File: config.mk
export PLATFORM = sky130hd
export DESIGN_NAME = ir_pulse_timer
export DESIGN_NICKNAME = d
export VERILOG_FILES = /design/src/logic/enigma_pkg.sv /design/src/logic/ir_pulse_timer.sv
export SDC_FILE = /design/constraint.sdc
export NUM_CORES = 1
export LEC_CHECK = 0
export BUFFER_PORTS_ARGS = -buffer_cell sky130_fd_sc_hd__buf_2
export CAP_MARGIN = 10
export CORE_ASPECT_RATIO = 2
export CORE_MARGIN = 1.5
export CORE_UTILIZATION = 47
export DETAILED_ROUTE_END_ITERATION = 6
export HOLD_SLACK_MARGIN = 0.03
export PLACE_DENSITY = 0.77
export SLEW_MARGIN = 20
export SYNTH_ARGS = -nofsm -noshare
export SYNTH_HDL_FRONTEND = slang
export SYNTH_SLANG_ARGS = --single-unit
File: constraint.sdc
create_clock -name clk_100_passthrough -period 1.47 [get_ports clk_100_passthrough]
set_clock_uncertainty 0.15 [all_clocks]
set_input_delay 0.294 -clock clk_100_passthrough [delete_from_list [all_inputs] [get_ports clk_100_passthrough]]
set_output_delay 0.294 -clock clk_100_passthrough [all_outputs]
set_load 0.02 [all_outputs]
File: src/logic/enigma_pkg.sv
package enigma_pkg;

  // letter code 0..25 maps to A..Z
  typedef logic [4:0]  letter_t;
  // fast rotor in [4:0], middle in [9:5], slow in [14:10]
  typedef logic [14:0] positions_t;
  typedef logic [9:0]  buf_addr_t;
  typedef logic [10:0] count_t;
  // pulse width in clock cycles saturating at all ones
  typedef logic [11:0] width_t;
  typedef logic [1:0]  err_t;

  // receiver frame states
  typedef enum logic [2:0] {
    idle,
    start_mark,
    start_space,
    bit_mark,
    bit_space,
    stop_mark
  } frame_state_t;

  // one ir timing unit is 20 cycles
  localparam int     unit_cycles    = 20;
  localparam width_t start_mark_min = width_t'(6 * unit_cycles);
  localparam width_t space_one_min  = width_t'(2 * unit_cycles);
  localparam width_t space_max      = width_t'(5 * unit_cycles);
  localparam width_t timeout_cycles = width_t'(16 * unit_cycles);

  localparam int letter_bits   = 5;
  localparam int alphabet_size = 26;
  localparam int buf_depth     = 1024;

  localparam err_t err_none    = 2'd0;
  localparam err_t err_timing  = 2'd1;
  localparam err_t err_timeout = 2'd2;
  localparam err_t err_range   = 2'd3;

  // entry 0 is rotor I, 1 is rotor II, 2 is rotor III
  localparam letter_t rotor_fwd [3][26] = '{
    '{4, 10, 12, 5, 11, 6, 3, 16, 21, 25, 13, 19, 14,
      22, 24, 7, 23, 20, 18, 15, 0, 8, 1, 17, 2, 9},
    '{0, 9, 3, 10, 18, 8, 17, 20, 23, 1, 11, 7, 22,
      19, 12, 2, 16, 6, 25, 13, 15, 24, 5, 21, 14, 4},
    '{1, 3, 5, 7, 9, 11, 2, 15, 17, 19, 23, 21, 25,
      13, 24, 4, 8, 22, 6, 0, 10, 12, 20, 18, 16, 14}
  };

  // return path uses the inverse of each forward wiring
  localparam letter_t rotor_inv [3][26] = '{
    '{20, 22, 24, 6, 0, 3, 5, 15, 21, 25, 1, 4, 2,
      10, 12, 19, 7, 23, 18, 11, 17, 8, 13, 16, 14, 9},
    '{0, 9, 15, 2, 25, 22, 17, 11, 5, 1, 3, 10, 14,
      19, 24, 20, 16, 6, 4, 13, 7, 23, 12, 8, 21, 18},
    '{19, 0, 6, 1, 15, 2, 18, 3, 16, 4, 20, 5, 21,
      13, 25, 7, 24, 8, 23, 9, 22, 11, 17, 10, 14, 12}
  };

  // reflector B pairs letters so the cipher is its own inverse
  localparam letter_t reflector_b [26] = '{
    24, 17, 20, 7, 16, 18, 11, 3, 15, 23, 13, 6, 14,
    10, 12, 8, 4, 1, 5, 25, 2, 22, 21, 9, 0, 19
  };

  // turnover letters Q E V
  localparam letter_t notch [3] = '{16, 4, 21};

endpackage

File: src/logic/ir_pulse_timer.sv
`timescale 1ns/1ps

module ir_pulse_timer (
  input  logic               clk_100_passthrough,
  input  logic               rst_n,
  input  logic               ir_line,
  output logic               pulse_edge,
  output logic               pulse_level,
  output enigma_pkg::width_t pulse_width,
  output enigma_pkg::width_t idle_width
);
  import enigma_pkg::*;

  // two flop synchronizer, then one more flop for edge detect
  logic   sync_1;
  logic   sync_2;
  logic   line_d;
  width_t cnt;

  always_ff @(posedge clk_100_passthrough or negedge rst_n) begin
    if (!rst_n) begin
      // line idles low
      sync_1      <= 1'b0;
      sync_2      <= 1'b0;
      line_d      <= 1'b0;
      cnt         <= '0;
      pulse_edge  <= 1'b0;
      pulse_level <= 1'b0;
      pulse_width <= '0;
    end else begin
      sync_1     <= ir_line;
      sync_2     <= sync_1;
      line_d     <= sync_2;
      pulse_edge <= sync_2 ^ line_d;
      if (sync_2 != line_d) begin
        // level that just ended and how long it lasted
        pulse_level <= line_d;
        pulse_width <= cnt;
        cnt         <= width_t'(1);
      end else if (cnt != '1) begin
        // saturate on long idle
        cnt <= cnt + width_t'(1);
      end
    end
  end

  // running count since last edge
  assign idle_width = cnt;

endmodule

**After elaboration in Yosys (flattened, before gate mapping)**

Cells that the tools add are included.

- Flip-flop bits (word level): 29
- Bits of input ports: 3
- Output and inout bits: 26
- Word-level logic and storage cells: 14

- Add/subtract/negate cells: 1
- Equal/unequal tests: 2
- Multiplexer cells: 2
- Bitwise gates (word level): 1
- Reductions and logical operators: 1

Operators by type and width:

| operator | number |
|---|---|
| 12-bit 2-to-1 mux | 2 |
| 12-bit by 1-bit adder with 12-bit output, second input constant | 1 |
| 12-bit inequality test, second input constant | 1 |
| 2-bit nonzero test | 1 |
| 1-bit inequality test | 1 |
| 1-bit XOR | 1 |

**Depth between registers and ports, before layout**

- Word-level depth: 3
- Mapped depth: 6

**Least setup slack after synthesis**

No wires, ideal clock.

- Kind: reg-to-reg
- Start: register cnt[0] (netlist: idle_width[0])
- End: register cnt[1] (netlist: idle_width[1])
- Library setup time: 0.132 ns
- Data arrival time: 1.473 ns
- Slack: -0.285 ns
- Cell stages (with the launch flop): 6
- Buffers on the path: 0
- Clock period less this slack: 1.755 ns
- Cells stage by stage: dfrtp_1 -> ha_1 -> nand3_1 -> nor3_2 -> mux2i_1 -> nor2_1

- Longest elaborated chain between the ends: 3
- Elaborated cells on any way between the ends: 5

RTL lines:

| item | RTL line | text |
|---|---|---|
| start: declaration | ir_pulse_timer.sv:18 | `width_t cnt;` |
| start signal: assignment | ir_pulse_timer.sv:39 | `cnt <= width_t'(1);` |
| start signal: assignment | ir_pulse_timer.sv:42 | `cnt <= cnt + width_t'(1);` |
| 12-bit by 1-bit adder with 12-bit output | ir_pulse_timer.sv:42 |  |
| 12-bit 2-to-1 mux | ir_pulse_timer.sv:40 | `end else if (cnt != '1) begin` |
| 12-bit 2-to-1 mux | ir_pulse_timer.sv:35 | `if (sync_2 != line_d) begin` |

Parallel ways exist; a longest one is shown, timed or not. The select of a mux whose other input is x is not followed.
A chain may end at the register's enable or synchronous reset.

**Worst setup path after layout**

- Start: register cnt[1] (netlist: idle_width[1])
- End: register cnt[4] (netlist: idle_width[4])

Same word-level chain as after synthesis.

==> metrics <==
status finished, violations left; failing checks setup timing; vias in the first global route 1174; EDFF count, synth 0; I/O Buffers 28; Setup WS post-layout -0.0863 ns; Die H 77.2 um; Setup crit start idle_width[1]; post-synth cell types 28; dpl ws -0.0544 ns; LEAKAGE 1.03 nW; final design utilization 78.5%; DRT iter0 DRCs 35; Final Max Slew Viols 0; Crit path required time 1.49 ns; Area growth syn-to-layout 55.7%; Synth top area share 56.0%; antenna diode count 0; die width 40.1 um; drt via density about 5.6; layout cells sized above 1 52.3%; count leader, synth nand2_1; Synth area leaders dfrtp_1 56%, nand2_1 12%, a31oi_1 2.9%; RD Place Congestion 0.812; Clock Path Buffers 2; Power Density 989 mW/mm2; Reg2Reg Setup Slack -0.09 ns; die area 0.00310 mm2; switching part of the total between 30% and 40%; warnings from Yosys 0; leading area contributor after synthesis dfrtp_1; Post-Synthesis Cells 129; final global-route overflow total 0; global-route usage over all layers 25.6%; first-pass GRT wire length 5.40 mm; Sequential Power Share 45.3%; share of flip-flops with an asynchronous set or reset 100%; FMAX between 0.6 and 0.7 GHz; CP max stage delay roughly 0.42 ns; fin crit share 106%; worst vdd ir roughly 790 uV; Final Hold Fails 0; Nets 202; HP Start sync_1; site row count 26; cell area after synthesis 0.00129 mm2; Post-Route WL 3.76 mm; Tot Pwr 1.99 mW; CP endpoint kind flip-flop; Slowest-stage cell, CP dfrtp_2; WHS 0.190 ns; CTS Sinks 29; number of remaining DRC errors 0; crit path max fanout 5; Worst Tran Pin Value about 0.57 ns; antenna viol nets, final 0; RSZ-0062 raised after global routing true; Worst R2R Start idle_width[1]; Max transition margin between 60% and 70%; largest net degree at the start of global routing 26; final setup violation count 10; CTS buffer count 5; DR vias 1279; Yosys reg bits 29; synthesized area per cell about 10 um2; syn nets between 100 and 150; Initial Util between 50% and 60%; crit path cell chain ha_4 -> buf_4 -> nand3_2 -> a31oi_4 -> xnor2_2 -> nor2_1; TritonRoute pass-1 iters 4; NetSw 0.606 mW; htree depth 2; hpwl dp 2.08 mm; CP arrival 1.58 ns; placed cells 197; Clock Latency Late Sink 0.30 ns; TritonCTS clock tree done; combinational fraction of design power 22.2%; fin crit period roughly 1.6 ns; Hold Path Class flip-flop to flip-flop; CORE AREA 0.00257 mm2; startpoint types flip-flop; root buf cell clkbuf_8; Clock Pin Slew Worst Setup and Hold Paths 0.06 ns; Post-synth top cells 40 x nand2_1, 29 x dfrtp_1, 10 x nor2_1; non-filler cells, final 227; DR WL/cell between 15 and 20 um; number of max-cap violations 0; Pint 1.39 mW; Primary FF master, synth dfrtp_1; sequential area share after synthesis between 50% and 60%; clock network power share between 30% and 40%; antenna violations before repair 0; crit path kind flip-flop to flip-flop; I/O pin cnt 29
registers in the layout, summed over array words and instances (netlist names):
register / flops
pulse_width: 12
pulse_level: 1
pulse_edge: 1
sync_2: 1
idle_width: 12
line_d: 1
sync_1: 1
path summary, 6_finish.rpt:
| check | to | cells past startpoint |
|---|---|---|
| min in group asynchronous | pulse_width[5] | 2 |
| worst min register to register | sync_2 | 0 |
| worst max register to register | idle_width[4] | 6 |
| worst max-delay path | idle_width[4] | 6 |
| max in group asynchronous | pulse_width[10] | 3 |
| worst min-delay path | sync_2 | 0 |
routing by layer:
layer / up-vias / part of all wire, % / GRT usage (%)
li1: 578 / - / -
met1: 645 / 36 / 28.0
met2: 39 / 55 / 38.9
met3: 17 / 4.3 / 8.09
met4: 0 / 4.6 / 17.9
met5: - / 0 / 0
worst max-delay path: cells and delay by family, from the launching register on:
kind / cells / cell delay [ns]
flops: 1 / 0.42
fa+ha+maj: 1 / 0.22
compound gates: 1 / 0.19
simple gates: 2 / 0.16
xor+xnor: 1 / 0.15
buf+inv: 1 / 0.14
layout by cell type, fill, tap and decap left out, types with 2 or more instances in the layout:
cell type	synthesis	routed
clkbuf_8	0	5
o21ai_0	4	4
dfrtp_2	0	10
a211oi_1	2	2
and4_4	0	2
nor2_1	10	8
clkinv_2	0	2
nand2_1	40	39
nand3_2	0	2
buf_6	2	15
dfrtp_1	29	19
nor2_2	0	2
buf_4	0	33
nand3_1	6	3
a31oi_1	6	5
xnor2_1	4	2
xnor2_2	0	2
buf_2	3	20
dlygate4sd3_1	0	2
nand4_1	2	2
per-stage QoR:
| step | cell area (um2) | setup TNS [ns] |
|---|---|---|
| finish | 2020 | -0.379 |
| global route | 2020 | -1.09 |
| CTS | 1810 | -0.115 |
| detailed placement | 1610 | -0.148 |
| global placement | 1610 | -0.0171 |
| floorplan | 1350 | -0.430 |
cell type report:
| type | count | area (um2) |
|---|---|---|
| tap | 28 | 35.0 |
| inverter | 3 | 13.8 |
| sequential | 29 | 738 |
| clock buffer | 6 | 72.6 |
| multi-input combinational | 89 | 611 |
| fill | 157 | 553 |
| timing repair buffer | 70 | 537 |
| clock inverter | 2 | 10.0 |
cell families after synthesis:
group	count (synthesis)	share of synthesized area (%)
AO/OA/AOI/OAI	16	10.5
XOR/XNOR	5	3.38
adder cells (fa/ha/maj)	2	1.74
buffers and inverters	11	4.64
flip-flops	29	56.0
multiplexers	1	0.773
AND/OR/NAND/NOR	65	22.9
power groups by stage:
stage                     sequential, mW  combinational [mW]  clock [mW]
after floorplan                    0.969               0.116           0
after global placement             0.903               0.303           0
after detailed placement           0.906               0.308           0
after CTS                          0.895               0.347       0.650
after global routing               0.910               0.483       0.686
final                              0.904               0.443       0.648
timing repair:
| action | 4_1_cts | 5_1_grt |
|---|---|---|
| endpoints found under the hold margin | 25 | 0 |
| hold buffers | 2 | 0 |
| resized for setup | 15 | 29 |
| endpoints found under the setup margin | 15 | 17 |
| setup buffers | 7 | 14 |
| pin swaps | 3 | 14 |
(Power assumes the default switching activity.)
