$ cat config.mk
export PLATFORM = sky130hd
export DESIGN_NAME = enigma_rotor_core
export DESIGN_NICKNAME = d
export VERILOG_FILES = /design/src/logic/enigma_pkg.sv /design/src/logic/enigma_rotor_core.sv
export SDC_FILE = /design/constraint.sdc
export NUM_CORES = 1
export LEC_CHECK = 0
export ABC_AREA = 1
export BUFFER_PORTS_ARGS = -buffer_cell sky130_fd_sc_hd__buf_2
export CAP_MARGIN = 10
export CORE_ASPECT_RATIO = 0.9
export CORE_MARGIN = 2
export CORE_UTILIZATION = 63
export DETAILED_ROUTE_END_ITERATION = 10
export HOLD_SLACK_MARGIN = 0.02
export PLACE_DENSITY = 0.81
export SLEW_MARGIN = 20
export SYNTH_ARGS = -nofsm -noshare
export SYNTH_HDL_FRONTEND = slang
export SYNTH_SLANG_ARGS = --single-unit
$ cat constraint.sdc
create_clock -name clk_100_passthrough -period 27.8 [get_ports clk_100_passthrough]
set_clock_uncertainty 0.2 [all_clocks]
set_input_delay 4.17 -clock clk_100_passthrough [delete_from_list [all_inputs] [get_ports clk_100_passthrough]]
set_output_delay 4.17 -clock clk_100_passthrough [all_outputs]
set_load 0.05 [all_outputs]
$ cat src/logic/enigma_pkg.sv
package enigma_pkg;

  // letter code 0..25 maps to A..Z
  typedef logic [4:0]  letter_t;
  // fast rotor in [4:0], middle in [9:5], slow in [14:10]
  typedef logic [14:0] positions_t;
  typedef logic [9:0]  buf_addr_t;
  typedef logic [10:0] count_t;
  // pulse width in clock cycles saturating at all ones
  typedef logic [11:0] width_t;
  typedef logic [1:0]  err_t;

  // receiver frame states
  typedef enum logic [2:0] {
    idle,
    start_mark,
    start_space,
    bit_mark,
    bit_space,
    stop_mark
  } frame_state_t;

  // one ir timing unit is 20 cycles
  localparam int     unit_cycles    = 20;
  localparam width_t start_mark_min = width_t'(6 * unit_cycles);
  localparam width_t space_one_min  = width_t'(2 * unit_cycles);
  localparam width_t space_max      = width_t'(5 * unit_cycles);
  localparam width_t timeout_cycles = width_t'(16 * unit_cycles);

  localparam int letter_bits   = 5;
  localparam int alphabet_size = 26;
  localparam int buf_depth     = 1024;

  localparam err_t err_none    = 2'd0;
  localparam err_t err_timing  = 2'd1;
  localparam err_t err_timeout = 2'd2;
  localparam err_t err_range   = 2'd3;

  // entry 0 is rotor I, 1 is rotor II, 2 is rotor III
  localparam letter_t rotor_fwd [3][26] = '{
    '{4, 10, 12, 5, 11, 6, 3, 16, 21, 25, 13, 19, 14,
      22, 24, 7, 23, 20, 18, 15, 0, 8, 1, 17, 2, 9},
    '{0, 9, 3, 10, 18, 8, 17, 20, 23, 1, 11, 7, 22,
      19, 12, 2, 16, 6, 25, 13, 15, 24, 5, 21, 14, 4},
    '{1, 3, 5, 7, 9, 11, 2, 15, 17, 19, 23, 21, 25,
      13, 24, 4, 8, 22, 6, 0, 10, 12, 20, 18, 16, 14}
  };

  // return path uses the inverse of each forward wiring
  localparam letter_t rotor_inv [3][26] = '{
    '{20, 22, 24, 6, 0, 3, 5, 15, 21, 25, 1, 4, 2,
      10, 12, 19, 7, 23, 18, 11, 17, 8, 13, 16, 14, 9},
    '{0, 9, 15, 2, 25, 22, 17, 11, 5, 1, 3, 10, 14,
      19, 24, 20, 16, 6, 4, 13, 7, 23, 12, 8, 21, 18},
    '{19, 0, 6, 1, 15, 2, 18, 3, 16, 4, 20, 5, 21,
      13, 25, 7, 24, 8, 23, 9, 22, 11, 17, 10, 14, 12}
  };

  // reflector B pairs letters so the cipher is its own inverse
  localparam letter_t reflector_b [26] = '{
    24, 17, 20, 7, 16, 18, 11, 3, 15, 23, 13, 6, 14,
    10, 12, 8, 4, 1, 5, 25, 2, 22, 21, 9, 0, 19
  };

  // turnover letters Q E V
  localparam letter_t notch [3] = '{16, 4, 21};

endpackage

$ cat src/logic/enigma_rotor_core.sv
`timescale 1ns/1ps

module enigma_rotor_core (
  input  logic                   clk_100_passthrough,
  input  logic                   rst_n,
  input  logic                   rotor_load,
  input  enigma_pkg::positions_t rotor_start,
  input  logic                   letter_valid,
  input  enigma_pkg::letter_t    letter,
  output logic                   cipher_valid,
  output enigma_pkg::letter_t    cipher_letter
);
  import enigma_pkg::*;

  // pos[0] fast, pos[1] middle, pos[2] slow
  // fast rotor is wired as rotor III so table entry is 2 - r
  letter_t pos [3];
  letter_t pos_step [3];
  letter_t pos_load [3];
  logic    s1_valid;
  letter_t s1_letter;
  letter_t path;

  // a + b mod 26 with both below 26
  function automatic letter_t add26(input letter_t a, input letter_t b);
    logic [5:0] s;
    s = {1'b0, a} + {1'b0, b};
    if (s >= 6'(alphabet_size)) begin
      s = s - 6'(alphabet_size);
    end
    return s[4:0];
  endfunction

  // a - b mod 26
  function automatic letter_t sub26(input letter_t a, input letter_t b);
    logic [5:0] d;
    if (a >= b) begin
      d = {1'b0, a} - {1'b0, b};
    end else begin
      d = {1'b0, a} + 6'(alphabet_size) - {1'b0, b};
    end
    return d[4:0];
  endfunction

  // one rotor contact offset by the rotor position on both sides
  function automatic letter_t rotor_pass(input letter_t x, input letter_t p,
                                         input int idx, input logic inverse);
    letter_t off;
    letter_t ent;
    off = add26(x, p);
    ent = inverse ? rotor_inv[idx][off] : rotor_fwd[idx][off];
    return sub26(ent, p);
  endfunction

  // odometer stepping carries only through a rotor that moves
  always_comb begin
    pos_step    = pos;
    pos_step[0] = add26(pos[0], 5'd1);
    if (pos[0] == notch[2]) begin
      pos_step[1] = add26(pos[1], 5'd1);
      if (pos[1] == notch[1]) begin
        pos_step[2] = add26(pos[2], 5'd1);
      end
    end
  end

  // out of range start position loads as A
  always_comb begin
    for (int r = 0; r < 3; r++) begin
      if (rotor_start[5*r +: 5] > letter_t'(alphabet_size - 1)) begin
        pos_load[r] = '0;
      end else begin
        pos_load[r] = rotor_start[5*r +: 5];
      end
    end
  end

  // stage 2 uses positions already stepped for s1_letter
  always_comb begin
    path = s1_letter;
    for (int r = 0; r < 3; r++) begin
      path = rotor_pass(path, pos[r], 2 - r, 1'b0);
    end
    path = reflector_b[path];
    for (int r = 2; r >= 0; r--) begin
      path = rotor_pass(path, pos[r], 2 - r, 1'b1);
    end
  end

  always_ff @(posedge clk_100_passthrough or negedge rst_n) begin
    if (!rst_n) begin
      pos          <= '{default: '0};
      s1_valid     <= 1'b0;
      cipher_valid <= 1'b0;
    end else begin
      cipher_valid <= s1_valid;
      // load beats a letter in the same cycle
      if (rotor_load) begin
        pos      <= pos_load;
        s1_valid <= 1'b0;
      end else if (letter_valid) begin
        pos      <= pos_step;
        s1_valid <= 1'b1;
      end else begin
        s1_valid <= 1'b0;
      end
    end
  end

  always_ff @(posedge clk_100_passthrough) begin
    if (letter_valid) begin
      s1_letter <= letter;
    end
    if (s1_valid) begin
      cipher_letter <= path;
    end
  end

endmodule

-- Word level (Yosys, flattened, before mapping)
Memory sizes are Yosys's and may differ from the RTL's.
Index checks and enable logic that the tools add are counted.
- mux-type cells: 38
- order comparisons: 25
- reduce and logical (&&, ||, !) cells: 5
- $add $sub $neg: 36
- eq/ne operators: 2
- bitwise operators: 7
- operator list (cell ; count):
    $mux W5 ; 33
    $sub A5 B5 Y5 ; 12
    $ge A6 B5 Y1 const B ; 9
    $sub A5 B5 Y5 const B ; 9
    $ge A6 B6 Y1 const B ; 7
    $not A5 Y6 ; 7
    $add A5 B5 Y6 ; 6
    $add A5 B5 Y5 const B ; 6
    $ge A5 B5 Y1 ; 6
    $mux W15 ; 2
    $add A5 B1 Y6 const B ; 3
    $gt A5 B5 Y1 const B ; 3
    $mux W10 ; 1
    $reduce_bool A2 Y1 ; 3
    $eq A5 B3 Y1 const B ; 1
    $eq A5 B5 Y1 const B ; 1
    $reduce_and A3 Y1 ; 1
    $mux W1 ; 2
    $reduce_and A2 Y1 ; 1
- output and inout port bits: 6
- flip-flop bits (word level): 27
- memories kept: 7
- word-level logic and storage cells: 127
- input port bits: 24
- bits in read-only memories: 1120
- memory list (memory ; words ; bits a word ; rd ports ; clocked after Yosys merged registers in ; write ports ; line ; source):
    (name not given) ; 32 ; 5 ; 1 ; 0 ; 0 ; enigma_rotor_core.sv:51 ; ent = inverse ? rotor_inv[idx][off] : rotor_fwd[idx][off];
    (name not given) ; 32 ; 5 ; 1 ; 0 ; 0 ; enigma_rotor_core.sv:51 ;
    (name not given) ; 32 ; 5 ; 1 ; 0 ; 0 ; enigma_rotor_core.sv:51 ;
    (name not given) ; 32 ; 5 ; 1 ; 0 ; 0 ; enigma_rotor_core.sv:84 ; path = reflector_b[path];
    (name not given) ; 32 ; 5 ; 1 ; 0 ; 0 ; enigma_rotor_core.sv:51 ;
    (name not given) ; 32 ; 5 ; 1 ; 0 ; 0 ; enigma_rotor_core.sv:51 ;
    +1 memories ; n/a ; n/a ; n/a ; n/a ; n/a ; n/a ;

-- Longest topological paths before layout
- depth in word-level cells: 64
- mapped depth: 171
- gate-level depth less buffers: 171

-- Worst setup path before layout
OpenSTA, ideal clock, no wires.
- kind: register -> register
- from: register pos[10] (netlist bit)
- to: register cipher_letter[4], data pin
- period minus slack after synthesis: 19.849 ns
- setup slack: 7.951 ns
- path buffers: 0
- setup time: 0.260 ns
- cell stages (with the launch flop): 148
- arrival: 19.389 ns
- required time: 27.340 ns
- cell sequence: dfrtp_1 ha_1 fa_1 nand2_1 inv_1 nor2_2 inv_1 nand2_1 nand3_2 nand2_2 nand2_1 nand2_1 ha_1 or2_0 nand2_1 nand3_1 ha_1 nand2_1 [112 not listed] nand2_1 nand3_2 nand2_1 nand2_1 nand2_1 inv_1 ha_1 inv_1 nor2_1 o21ai_0 inv_1 ha_1 inv_1 fa_1 a21oi_1 nand2_1 xnor2_1 mux2_2
- word-level cells in the longest chain between the ends: 64
- elaborated cells between the ends (all ways): 82
- classes of those cells: add/sub: 30; order compare: 12; mux: 26; bitwise: 7; memory: 7
- RTL lines (element ; line ; source):
    start, declared ; enigma_rotor_core.sv:17 ; letter_t pos [3];
    start signal, assigned ; enigma_rotor_core.sv:99 ; pos <= pos_load;
    start signal, assigned ; enigma_rotor_core.sv:102 ; pos <= pos_step;
    $add A5 B5 Y6 ; enigma_rotor_core.sv:27 ; s = {1'b0, a} + {1'b0, b};
    $sub A5 B5 Y5 or $ge A6 B5 Y1 (tied branches) ; enigma_rotor_core.sv:29, enigma_rotor_core.sv:28 ;
    $mux W5 ; enigma_rotor_core.sv:28 ; if (s >= 6'(alphabet_size)) begin
    $not A5 Y6 (not written as such) ; enigma_rotor_core.sv:51 ;
    $mem_v2 Z32 W5 ; n/a ;
    $mux W5 (not written as such) (2 in series) ; enigma_rotor_core.sv:51 ;
    $add A5 B5 Y5 ; enigma_rotor_core.sv:40 ; d = {1'b0, a} + 6'(alphabet_size) - {1'b0, b};
    $sub A5 B5 Y5 ; enigma_rotor_core.sv:40 ;
    [47 not listed] ; n/a ;
    $mux W5 ; enigma_rotor_core.sv:28 ;
    $not A5 Y6 ; n/a ;
    $mem_v2 Z32 W5 ; n/a ;
    $mux W5 (not written as such) (2 in series) ; enigma_rotor_core.sv:51 ;
    $add A5 B5 Y5 ; enigma_rotor_core.sv:40 ;
    $sub A5 B5 Y5 ; enigma_rotor_core.sv:40 ;
    $mux W5 (*) ; enigma_rotor_core.sv:37 ; if (a >= b) begin
    net path[4] ; enigma_rotor_core.sv:22 ; letter_t path;
    end signal, assigned ; enigma_rotor_core.sv:115 ; cipher_letter <= path;
    end, declared ; enigma_rotor_core.sv:11 ; output enigma_pkg::letter_t cipher_letter
The timed path passes the listed nets; every way through them passes the cells marked *. The select of a mux whose other input is x is not followed.
A chain may end at the register's enable or synchronous reset.

-- Worst setup path in the final report
Same ends and word-level chain as after synthesis.

==> flow_summary.ini <==
[synthesis]
seq_area_frac_synth = 0.0859
ys.warnings.count = 0
synth_edf_count = 10
ys_ff_latch = 27
async_flop_share = 0.630
synth_nets = 1479
yosysTopAreaCell = ha_1
synth_area_leaders = ha_1 23%, nand2_1 16%, nand3_1 8.8%
synth_cell_types = 45
synth_top_area_share = 0.231
syn-cell-area_um2 = 8450
synthFlopType = dfrtp_1
netlist_instances = 1275
syn_avg_cell_area_um2 = 6.63

[clock_tree]
post_cts.repair.setup_buffers = 0
cts.sinks = 27
clk_pin_slew_ps = 70
clk_latency_ps = 260
numCtsBuffers = 3
ctsResizeCount = 0
tritoncts = yes
cts_hold_buf = 0
h-tree-depth = 1
clock_path_buffers = 2
cts_root_buf = clkbuf_16

[sta]
rsz0062_at_grt = false
relSlewSlack = 0.625
hold_viol_final = 0
finalMaxSlewViolations = 0
fin_hold_ws_ps = 353
fin_crit_sh = 0.809
min_period_ps = 22500
fin_tns_setup_ps = 0
max_freq_mhz = 44.4
final-setup-viol-count = 0
worst_slew_pin_slew_ps = 563

[floorplanning]
rows = 40
die_height_um = 114
ios = 30
die_x_um = 126
core-area_um2 = 13200
die-area_um2 = 14400
initial_core_util = 0.640

[setup_path]
slowest_delay_ps = 540
reg2reg_to = cipher_letter[4]$_DFFE_PP_
crit_path_start_kind = register
reg2reg_from = pos[10]$_DFFE_PN0P_
startpoint = pos[10]$_DFFE_PN0P_
reg2reg_depth = 147
crit_end = cipher_letter[4]$_DFFE_PP_
r2r_setup_slack_ps = 5300
cp_data_required_time_ps = 27610
slowest_stage = dfrtp_1
arrival_ps = 22310
crit_path_frequent_cell = nand2_1
cp-end-kind = register
worstSetupPathType = register to register
path_max_fanout = 11

[min_path]
worstHoldPathType = register to register

[placement]
gp_congestion = 0.900
placed_cells = 1460
port_buffers = 29
dp_hpwl_um = 15300

[detailed_routing]
post_drt_wl_per_cell_um = 12.8
drtPass1Iterations = 5
ant_nets = 0
drt_iter0_markers = 531
routed_wl_um = 18700
drc = 0
routed-via-count = 7979
vias_per_cell = 5.45

[status]
status = finished, final reports clean

[final_layout]
layout-drive-gt1-share = 0.0802
area_growth_pct = 4.07
antenna_cells = 0
fin_cells = 1464
fin_nets = 1501

[global_route]
grt.overflow.total = 0
antenna_found_initial = 0
grt_max_degree = 21
grt_use_total = 0.263
grt_pass1_vias = 7402
grt_pass1_wl_um = 32700

[job]
drv_cap = 0
[cell usage in the layout (no fill, tap or decap), types with 9 or more instances in the layout]
cell	synthesis	routed
nand2_1	362	362
inv_1	185	185
ha_1	156	156
nand3_1	148	148
nor2_1	52	52
xor2_1	41	41
o21ai_0	41	41
a21oi_1	32	32
buf_2	0	29
nand2_2	24	24
fa_1	24	24
nand3b_1	22	22
a31oi_1	18	18
dfrtp_1	17	17
xnor2_1	15	15
nand4_1	11	11
o21ai_1	11	11
o211ai_1	11	11
inv_2	10	10
edfxtp_1	10	10
nand2_4	9	9
[how the worst min path moves through the flow]
| stage | from | end | slack (ps) | cells past startpoint |
|---|---|---|---|---|
| CTS | s1_valid$_DFF_PN0_ | cipher_valid$_DFF_PN0_ | 350 | 0 |
| floorplan | s1_valid$_DFF_PN0_ | cipher_valid$_DFF_PN0_ | 270 | 0 |
| global route | s1_valid$_DFF_PN0_ | cipher_valid$_DFF_PN0_ | 350 | 0 |
| detailed placement | s1_valid$_DFF_PN0_ | cipher_valid$_DFF_PN0_ | 340 | 0 |
| global placement | s1_valid$_DFF_PN0_ | cipher_valid$_DFF_PN0_ | 300 | 0 |
| finish | s1_valid$_DFF_PN0_ | cipher_valid$_DFF_PN0_ | 350 | 0 |
[per-stage QoR]
| step | util | setup WS (ps) | instance area, µm² |
|---|---|---|---|
| after floorplan | - | 7950 | 8450 |
| after global placement | 0.660 | 5860 | 8720 |
| after detailed placement | 0.660 | 5430 | 8720 |
| after CTS | 0.666 | 5350 | 8800 |
| after global routing | 0.666 | 2760 | 8800 |
| final | 0.666 | 5300 | 8800 |
[per-layer routing]
metal	vias up	wire, µm	GRT usage
met5	-	0	0
met4	0	291	0.0476
met3	26	862	0.0174
met2	236	8850	0.471
met1	3538	8680	0.355
li1	4179	-	-
[cell usage after synthesis, types with 3 or more instances]
cell type    n
or2_1        3
a21oi_1     32
a31oi_1     18
or2_2        4
o21ai_0     41
nand2_1    362
xor2_1      41
nand3b_1    22
inv_2       10
o21bai_1     6
clkbuf_1     5
o21ai_1     11
dfrtp_1     17
xnor2_1     15
edfxtp_1    10
a21o_1       5
nand2_2     24
ha_1       156
nand3_4      3
nand4_1     11
nor2_1      52
nor2_2       6
mux2i_1      4
inv_1      185
fa_1        24
a22oi_1      4
nand3_2      7
nand3_1    148
o211ai_1    11
nor3_1       7
nand2_4      9
buf_6        5
[flip-flops by register name, indices dropped and copies added (netlist names)]
name,count
s1_letter,5
cipher_valid,1
pos,15
cipher_letter,5
s1_valid,1
[cell type report]
class / count / area (µm²)
flip-flops and latches: 27 / 726
multi-input cells: 1040 / 6900
fillers: 1169 / 4420
repair buffers: 29 / 145
inverters: 196 / 738
well taps: 168 / 210
clock buffers: 4 / 78.8
[cell families (layout without fill, tap and decap cells)]
logic type                 Yosys count  in the layout  share of synthesized area
and+or+nand+nor                    663            663                      0.364
buffers and inverters              208            229                     0.0980
adders and majority gates          180            180                      0.288
AOI/OAI and AO/OA                  134            134                     0.0961
xor gates and xnor gates            58             58                     0.0619
DFF                                 27             27                     0.0859
muxes                                5              5                    0.00607
[critical path: cells and delay by family, from the launching register on]
| family | cells | cell delay [ps] |
|---|---|---|
| buf+inv | 19 | 1530 |
| simple gates | 84 | 8330 |
| compound gates | 14 | 2250 |
| flops | 1 | 540 |
| mux | 1 | 260 |
| xor+xnor | 7 | 1590 |
| fa+ha+maj | 22 | 7490 |
Power is not shown: default switching activity piles up to over one toggle a cycle in this logic, so the estimate is an artifact.
