### src/logic/enigma_pkg.sv
package enigma_pkg;

  // letter code 0..25 maps to A..Z
  typedef logic [4:0]  letter_t;
  // fast rotor in [4:0], middle in [9:5], slow in [14:10]
  typedef logic [14:0] positions_t;
  typedef logic [9:0]  buf_addr_t;
  typedef logic [10:0] count_t;
  // pulse width in clock cycles saturating at all ones
  typedef logic [11:0] width_t;
  typedef logic [1:0]  err_t;

  // receiver frame states
  typedef enum logic [2:0] {
    idle,
    start_mark,
    start_space,
    bit_mark,
    bit_space,
    stop_mark
  } frame_state_t;

  // one ir timing unit is 20 cycles
  localparam int     unit_cycles    = 20;
  localparam width_t start_mark_min = width_t'(6 * unit_cycles);
  localparam width_t space_one_min  = width_t'(2 * unit_cycles);
  localparam width_t space_max      = width_t'(5 * unit_cycles);
  localparam width_t timeout_cycles = width_t'(16 * unit_cycles);

  localparam int letter_bits   = 5;
  localparam int alphabet_size = 26;
  localparam int buf_depth     = 1024;

  localparam err_t err_none    = 2'd0;
  localparam err_t err_timing  = 2'd1;
  localparam err_t err_timeout = 2'd2;
  localparam err_t err_range   = 2'd3;

  // entry 0 is rotor I, 1 is rotor II, 2 is rotor III
  localparam letter_t rotor_fwd [3][26] = '{
    '{4, 10, 12, 5, 11, 6, 3, 16, 21, 25, 13, 19, 14,
      22, 24, 7, 23, 20, 18, 15, 0, 8, 1, 17, 2, 9},
    '{0, 9, 3, 10, 18, 8, 17, 20, 23, 1, 11, 7, 22,
      19, 12, 2, 16, 6, 25, 13, 15, 24, 5, 21, 14, 4},
    '{1, 3, 5, 7, 9, 11, 2, 15, 17, 19, 23, 21, 25,
      13, 24, 4, 8, 22, 6, 0, 10, 12, 20, 18, 16, 14}
  };

  // return path uses the inverse of each forward wiring
  localparam letter_t rotor_inv [3][26] = '{
    '{20, 22, 24, 6, 0, 3, 5, 15, 21, 25, 1, 4, 2,
      10, 12, 19, 7, 23, 18, 11, 17, 8, 13, 16, 14, 9},
    '{0, 9, 15, 2, 25, 22, 17, 11, 5, 1, 3, 10, 14,
      19, 24, 20, 16, 6, 4, 13, 7, 23, 12, 8, 21, 18},
    '{19, 0, 6, 1, 15, 2, 18, 3, 16, 4, 20, 5, 21,
      13, 25, 7, 24, 8, 23, 9, 22, 11, 17, 10, 14, 12}
  };

  // reflector B pairs letters so the cipher is its own inverse
  localparam letter_t reflector_b [26] = '{
    24, 17, 20, 7, 16, 18, 11, 3, 15, 23, 13, 6, 14,
    10, 12, 8, 4, 1, 5, 25, 2, 22, 21, 9, 0, 19
  };

  // turnover letters Q E V
  localparam letter_t notch [3] = '{16, 4, 21};

endpackage

### src/logic/ir_frame_fsm.sv
`timescale 1ns/1ps

module ir_frame_fsm (
  input  logic                clk_100_passthrough,
  input  logic                rst_n,
  input  logic                pulse_edge,
  input  logic                pulse_level,
  input  enigma_pkg::width_t  pulse_width,
  input  enigma_pkg::width_t  idle_width,
  output logic                letter_valid,
  output enigma_pkg::letter_t letter,
  output logic                err_valid,
  output enigma_pkg::err_t    err_code
);
  import enigma_pkg::*;

  frame_state_t state;
  frame_state_t state_d;
  logic [2:0]   bit_cnt;
  logic [2:0]   bit_cnt_d;
  letter_t      shreg;
  letter_t      shreg_d;
  letter_t      code_d;
  logic         space_bit;
  // cleared by an error, set again once a long quiet gap is seen
  logic         in_sync;
  logic         in_sync_d;
  logic         fire_letter;
  logic         fire_err;
  err_t         err_d;

  always_comb begin
    state_d     = state;
    bit_cnt_d   = bit_cnt;
    shreg_d     = shreg;
    in_sync_d   = in_sync;
    fire_letter = 1'b0;
    fire_err    = 1'b0;
    err_d       = err_none;
    // long space is a one, short space a zero
    space_bit   = (pulse_width >= space_one_min);
    code_d      = {shreg[3:0], space_bit};
    if (state != idle && !pulse_edge && idle_width >= timeout_cycles) begin
      // line went quiet mid frame
      fire_err = 1'b1;
      err_d    = err_timeout;
    end else if (pulse_edge) begin
      unique case (state)
        idle: begin
          // rising edge after a gap longer than any in-frame space
          if (!pulse_level && (in_sync || pulse_width > space_max)) begin
            state_d   = start_mark;
            in_sync_d = 1'b1;
          end
        end
        start_mark: begin
          if (pulse_width >= start_mark_min) begin
            state_d = start_space;
          end else begin
            fire_err = 1'b1;
            err_d    = err_timing;
          end
        end
        start_space: begin
          if (pulse_width >= space_one_min && pulse_width <= space_max) begin
            state_d   = bit_mark;
            bit_cnt_d = '0;
          end else begin
            fire_err = 1'b1;
            err_d    = err_timing;
          end
        end
        bit_mark: begin
          // bit marks are one unit
          if (pulse_width < space_one_min) begin
            state_d = bit_space;
          end else begin
            fire_err = 1'b1;
            err_d    = err_timing;
          end
        end
        bit_space: begin
          if (pulse_width > space_max) begin
            fire_err = 1'b1;
            err_d    = err_timing;
          end else begin
            shreg_d = code_d;
            if (bit_cnt == 3'(letter_bits - 1)) begin
              // this rising edge opens the closing mark
              if (code_d > letter_t'(alphabet_size - 1)) begin
                fire_err = 1'b1;
                err_d    = err_range;
              end else begin
                fire_letter = 1'b1;
                state_d     = stop_mark;
              end
            end else begin
              bit_cnt_d = bit_cnt + 3'd1;
              state_d   = bit_mark;
            end
          end
        end
        stop_mark: begin
          if (pulse_width < space_one_min) begin
            state_d = idle;
          end else begin
            fire_err = 1'b1;
            err_d    = err_timing;
          end
        end
        default: state_d = idle;
      endcase
    end
    if (fire_err) begin
      state_d   = idle;
      in_sync_d = 1'b0;
    end
  end

  always_ff @(posedge clk_100_passthrough or negedge rst_n) begin
    if (!rst_n) begin
      state        <= idle;
      bit_cnt      <= '0;
      in_sync      <= 1'b1;
      letter_valid <= 1'b0;
      err_valid    <= 1'b0;
      err_code     <= err_none;
    end else begin
      state        <= state_d;
      bit_cnt      <= bit_cnt_d;
      in_sync      <= in_sync_d;
      letter_valid <= fire_letter;
      err_valid    <= fire_err;
      err_code     <= err_d;
    end
  end

  // shift register and letter payload
  always_ff @(posedge clk_100_passthrough) begin
    shreg <= shreg_d;
    if (fire_letter) begin
      letter <= code_d;
    end
  end

endmodule

### config.mk
export PLATFORM = sky130hd
export DESIGN_NAME = ir_frame_fsm
export DESIGN_NICKNAME = d
export VERILOG_FILES = /design/src/logic/enigma_pkg.sv /design/src/logic/ir_frame_fsm.sv
export SDC_FILE = /design/constraint.sdc
export NUM_CORES = 1
export LEC_CHECK = 0
export ABC_AREA = 1
export BUFFER_PORTS_ARGS = -buffer_cell sky130_fd_sc_hd__buf_2
export CAP_MARGIN = 20
export CORE_MARGIN = 4
export CORE_UTILIZATION = 50
export CTS_CLUSTER_SIZE = 30
export DETAILED_ROUTE_END_ITERATION = 10
export GPL_TIMING_DRIVEN = 0
export PLACE_DENSITY = 0.81
export SYNTH_ARGS = -nofsm -noshare
export SYNTH_HDL_FRONTEND = slang
export SYNTH_SLANG_ARGS = --single-unit
### constraint.sdc
create_clock -name clk_100_passthrough -period 4.75 [get_ports clk_100_passthrough]
set_input_delay 0.7125 -clock clk_100_passthrough [delete_from_list [all_inputs] [get_ports clk_100_passthrough]]
set_output_delay 0.7125 -clock clk_100_passthrough [all_outputs]
set_load 0.03 [all_outputs]
Word-level counts from Yosys, hierarchy flattened
Cells that the tools add are included.
{ "totals": {"register_bits": 20, "out_inout_bits": 9} }
{ "op_classes": {"n_bitwise": 2, "magnitude_cmp": 7, "n_eq_ne": 17, "muxes": 45, "add_sub_neg": 1, "reduce_logical": 18} }
{ "ops": {"columns": ["op", "n"], "rows": [
  ["3-bit 2-to-1 mux", 14],
  ["1-bit 2-to-1 mux", 22],
  ["3-bit != test (second input constant)", 6],
  ["3-bit case mux with 6 select lines", 1],
  ["12-bit by 6-bit greater-or-equal comparator with 1-bit output (second input constant)", 1],
  ["12-bit by 7-bit greater-or-equal comparator with 1-bit output (second input constant)", 1],
  ["12-bit by 9-bit greater-or-equal comparator with 1-bit output (second input constant)", 1],
  ["12-bit by 7-bit greater-than comparator with 1-bit output (second input constant)", 1],
  ["12-bit by 7-bit <= comparator with 1-bit output (second input constant)", 1],
  ["12-bit by 6-bit < comparator with 1-bit output (second input constant)", 1],
  ["2-bit 2-to-1 mux", 5],
  ["3-bit == test (second input constant)", 3],
  ["9-bit AND reduction", 1],
  ["2-bit != test (second input constant)", 4],
  ["2-bit case mux with 4 select lines", 1],
  ["4-bit AND reduction", 2],
  ["2-bit nonzero test", 4],
  ["3-bit by 2-bit == test with 1-bit output (second input constant)", 2],
  ["3-bit case mux with 2 select lines", 1],
  ["6-bit AND reduction", 1],
  ["5-bit greater-than comparator (second input constant)", 1],
  ["1-bit logical AND", 4],
  ["4-bit != test (second input constant)", 1],
  ["1-bit case mux with 4 select lines", 1],
  ["8 further kinds", 10]
]} }

Depth between registers and ports, before layout
{ "depth": {"ltp_word": 10, "depth_mapped": 13, "ltp_nobuf": 13} }

Worst setup path after synthesis
OpenSTA, ideal clock, no wires.
{ "synth_path": {"path_kind": "input -> register", "from": "in pulse_width[1]", "to": "reg letter[0] (enable)", "t_required_ns": 4.364, "setup_ns": 0.386, "path_buffers": 0, "stages": 6, "path_slack_ns": 2.401, "t_arrival_ns": 1.962, "cell_sequence": "or2_0 -> nor2_1 -> nand3b_1 -> nand2_2 -> nand2_1 -> nor4b_1"} }
{ "synth_via": {"elab_chain_cells": 8} }
{ "synth_rtl": {"columns": ["item", "line_no", "rtl"], "rows": [
  ["start: declaration", "ir_frame_fsm.sv:8", "input enigma_pkg::width_t pulse_width,"],
  ["12-bit by 6-bit greater-or-equal comparator with 1-bit output", "ir_frame_fsm.sv:41", "space_bit = (pulse_width >= space_one_min);"],
  ["5-bit greater-than comparator", "ir_frame_fsm.sv:90", "if (code_d > letter_t'(alphabet_size - 1)) begin"],
  ["1-bit 2-to-1 mux", "ir_frame_fsm.sv:90", null],
  ["1-bit 2-to-1 mux", "ir_frame_fsm.sv:88", "if (bit_cnt == 3'(letter_bits - 1)) begin"],
  ["1-bit 2-to-1 mux *", "ir_frame_fsm.sv:83", "if (pulse_width > space_max) begin"],
  ["1-bit 2-to-1 mux *", "ir_frame_fsm.sv:48", "unique case (state)"],
  ["1-bit 2-to-1 mux *", "ir_frame_fsm.sv:47", "end else if (pulse_edge) begin"],
  ["1-bit 2-to-1 mux *", "ir_frame_fsm.sv:43", "if (state != idle && !pulse_edge && idle_width >= timeout_cycles) begin"],
  ["via fire_letter", "ir_frame_fsm.sv:28", "logic fire_letter;"],
  ["end signal: assignment", "ir_frame_fsm.sv:142", "letter <= code_d;"],
  ["end: declaration", "ir_frame_fsm.sv:11", "output enigma_pkg::letter_t letter,"]
]} }
Mark *: on every way through the listed nets, which the timed path passes. The rest lies on a longest branch.
A chain may end at the register's enable or synchronous reset.

Final worst setup path
{ "layout_path": {"from": "reg state[1]", "to": "reg letter[4] (enable)"} }
{ "layout_via": {"elab_chain_cells": 4} }
{ "layout_rtl": {"columns": ["item", "line_no", "rtl"], "rows": [
  ["start: declaration", "ir_frame_fsm.sv:17", "frame_state_t state;"],
  ["start signal: assignment", "ir_frame_fsm.sv:122", "state <= idle;"],
  ["start signal: assignment", "ir_frame_fsm.sv:129", "state <= state_d;"],
  ["3-bit == test or 3-bit nonzero test (tied branches)", "ir_frame_fsm.sv:48, ir_frame_fsm.sv:43", null],
  ["1-bit 2-to-1 mux or 1-bit logical AND (tied branches)", "ir_frame_fsm.sv:48, ir_frame_fsm.sv:43", null],
  ["1-bit 2-to-1 mux or 1-bit logical AND (tied branches)", "ir_frame_fsm.sv:47, ir_frame_fsm.sv:43", null],
  ["1-bit 2-to-1 mux *", "ir_frame_fsm.sv:43", null],
  ["via fire_letter", "ir_frame_fsm.sv:28", null]
]} }
Marks and branches as above.

==> results.json <==
{
  "status": "completed",
  "syn-num-nets": 168,
  "clkSinkCount": 20,
  "r2r_cells": 6,
  "start_util_pct": 52.0,
  "ctsHoldBuffers": 0,
  "crit_buf_inv": 2,
  "slew_headroom_pct": 59.6,
  "ys.flop_type": "dfrtp_1",
  "drive_gt1_share_pct": 31.8,
  "ys_async_sr_fraction_pct": 55.0,
  "finClkSkew_ns": 0.00106,
  "syn_area_um2": 1140,
  "drt_iter0_markers": 14,
  "leakagePower_nw": 0.714,
  "yosysTopAreaCellShare_pct": 23.7,
  "synth-edff-count": 9,
  "drt-total-wl_um": 2210,
  "io_pins": 37,
  "worstSkewPairLatency_ns": 0.30,
  "grt_pass1_vias": 989,
  "required_ns": 4.78,
  "cap_violations": 0,
  "antenna_found_initial": 0,
  "reg2reg_from": "state[1]",
  "timing.final.hold_violations": 0,
  "die-width_um": 55.7,
  "ir_drop_v": 0.000274,
  "cts_buffers": 3,
  "p_total_mw": 0.584,
  "finalSetupViolCount": 0,
  "fillCellCount": 187,
  "synthToLayoutAreaGrowth_pct": 21.3,
  "critPathKind": "flop to flop",
  "coreArea_um2": 2190,
  "avgSynthCellArea_um2": 8.26,
  "root_buffer": "clkbuf_4",
  "gp_congestion": 0.860,
  "cpMaxStageDelayCell": "nor4b_1",
  "utilization_pct": 63.1,
  "cp_cell_sequence": "or2_4 -> or2_1 -> nand3_2 -> inv_2 -> nor4b_1 -> clkbuf_2",
  "clock_path_buffers": 2,
  "synth-seq-area-share_pct": 48.0,
  "fin_crit_sh_pct": 46.9,
  "cts_resized": 0,
  "die_y_um": 55.7,
  "rows": 17,
  "grt_max_degree": 13,
  "synth_cells": 138,
  "drt.antenna.violating_nets": 0,
  "nNetsFinal": 204,
  "synth_largest_area_cell": "edfxtp_1",
  "crit_fanout": 5,
  "post-route-drc-count": 0,
  "ys_ff_latch": 20,
  "die_area_um2": 3110,
  "cts_tree": "done",
  "wire_per_inst_um": 11.0,
  "cpPeakStageDelay_ns": 0.55,
  "powerDensity_nw_per_um2": 422,
  "cp-end-kind": "flop",
  "antennaDiodeCount": 0,
  "critPathLaunchType": "flop",
  "r2r_setup_slack_ns": 2.52,
  "drtPass1Iterations": 4,
  "finalSetupTns_ns": 0,
  "r2r_end": "letter[4]",
  "rsz0062_at_grt": "no",
  "dp_hpwl_um": 1810,
  "critPathArrivalTime_ns": 2.25,
  "grt_usage_pct": 15.6,
  "grt_overflow_total": 0,
  "fmax_mhz": 449,
  "num_vias": 977,
  "worst_pin_slew_ns": 0.598,
  "cts-htree-levels": 1,
  "synth_cell_types": 28,
  "path_clk_slew_ns": 0.11,
  "hp-class": "input pin to asynchronous set/reset pin",
  "grt_pass1_wl_um": 3910,
  "avgViaCountPerCell": 4.86,
  "postCtsSetupRepairBufs": 0,
  "critPathTopFamily": "simple AND/OR/NAND/NOR gates",
  "drv_slew": 0,
  "port-buffer-count": 30,
  "ys_warn_count": 0,
  "fin_crit_ns": 2.23,
  "synth.area.top_cells": "edfxtp_1 24%, dfrtp_1 22%, nand2_1 10%, inv_1 6.6%, nand3_1 5.7%"
}
==> layout by cell type (no fill, tap or decap), types with 2 or more instances in the layout <==
cell type	n
buf_2	30
inv_2	4
nor2_1	14
o21ai_1	3
nor2_2	4
nand3_2	2
a21oi_1	3
nor3_1	2
edfxtp_1	9
clkbuf_4	3
nand2_2	3
nand2_1	31
o21ai_0	3
dfrtp_1	10
ha_1	2
inv_1	20
nor2_4	2
nand3_1	13
or2_1	2
==> cells in the mapped netlist (all sizes together), types with 2 or more instances <==
library cell / number
nand2: 34
inv: 24
nand3: 15
edfxtp: 9
ha: 2
nand4: 2
nor3: 2
a21oi: 4
nor2: 20
or2: 4
o21ai: 7
dfrtp: 10
==> cell type report <==
class                      instances  area [um2]  area share [%]
sequential                        20         547            39.5
multi-input combinational         94         503            36.4
timing repair buffer              31         155            11.2
inverter                          24        90.1            6.52
tap                               28        35.0            2.53
clock inverter                     1        30.0            2.17
clock buffer                       3        22.5            1.63
==> how the worst max path moves through the flow <==
| stage | startpoint | end | slack (ns) | cells past startpoint |
|---|---|---|---|---|
| 5_1_grt | state[1] | letter[2] | 2.37 | 6 |
| 3_3_place_gp | pulse_width[10] | letter[3] | 2.06 | 8 |
| 3_5_place_dp | pulse_width[9] | letter[3] | 1.93 | 8 |
| 4_1_cts | state[1] | letter[0] | 2.23 | 5 |
| 2_1_floorplan | pulse_width[1] | letter[0] | 2.40 | 6 |
| 6_report | state[1] | letter[4] | 2.52 | 6 |
==> layer usage <==
metal / vias to the layer above / GRT usage [%] / routed length [um]
met3: 5 / 2.55 / 160
met5: - / 0 / 0
met2: 32 / 29.9 / 1150
li1: 512 / - / -
met4: 0 / 7.29 / 47
met1: 428 / 16.3 / 845
==> per-stage QoR <==
step                      instances  setup WS (ns)  cell area, um2  hold slack [ns]
final                           201           2.52            1380            0.254
after global routing            201           2.37            1380            0.264
after CTS                       200           2.23            1380            0.257
after detailed placement        196           1.93            1330            0.455
after global placement          196           2.06            1330            0.433
after floorplan                 138           2.40            1140            0.417
==> registers in the layout, summed over array words and instances (netlist names) <==
register / flops
letter: 5
shreg: 4
bit_cnt: 3
state: 3
err_code: 2
err_valid: 1
in_sync: 1
letter_valid: 1
==> cell families after synthesis <==
family | count (synthesis) | share of synthesized area [%]
buffers and inverters | 24 | 7.90
adders and majority gates | 2 | 2.20
DFF | 20 | 48.0
AOI/OAI and AO/OA | 11 | 6.15
xor gates and xnor gates | 1 | 0.769
and+or+nand+nor | 80 | 35.0
==> power by group <==
part,internal (mW),total (mW),switching (mW)
combinational,0.0782,0.217,0.139
sequential,0.210,0.230,0.0197
clock,0.0854,0.136,0.0511
total,0.374,0.584,0.210
==> worst register-to-register path, cell delays in order (launching register included) <==
cell	delay, ns
dfrtp_1	0.43
or2_4	0.28
or2_1	0.26
nand3_2	0.11
inv_2	0.06
nor4b_1	0.55
clkbuf_2	0.27
No activity file was read; power rests on OpenSTA's default activity.
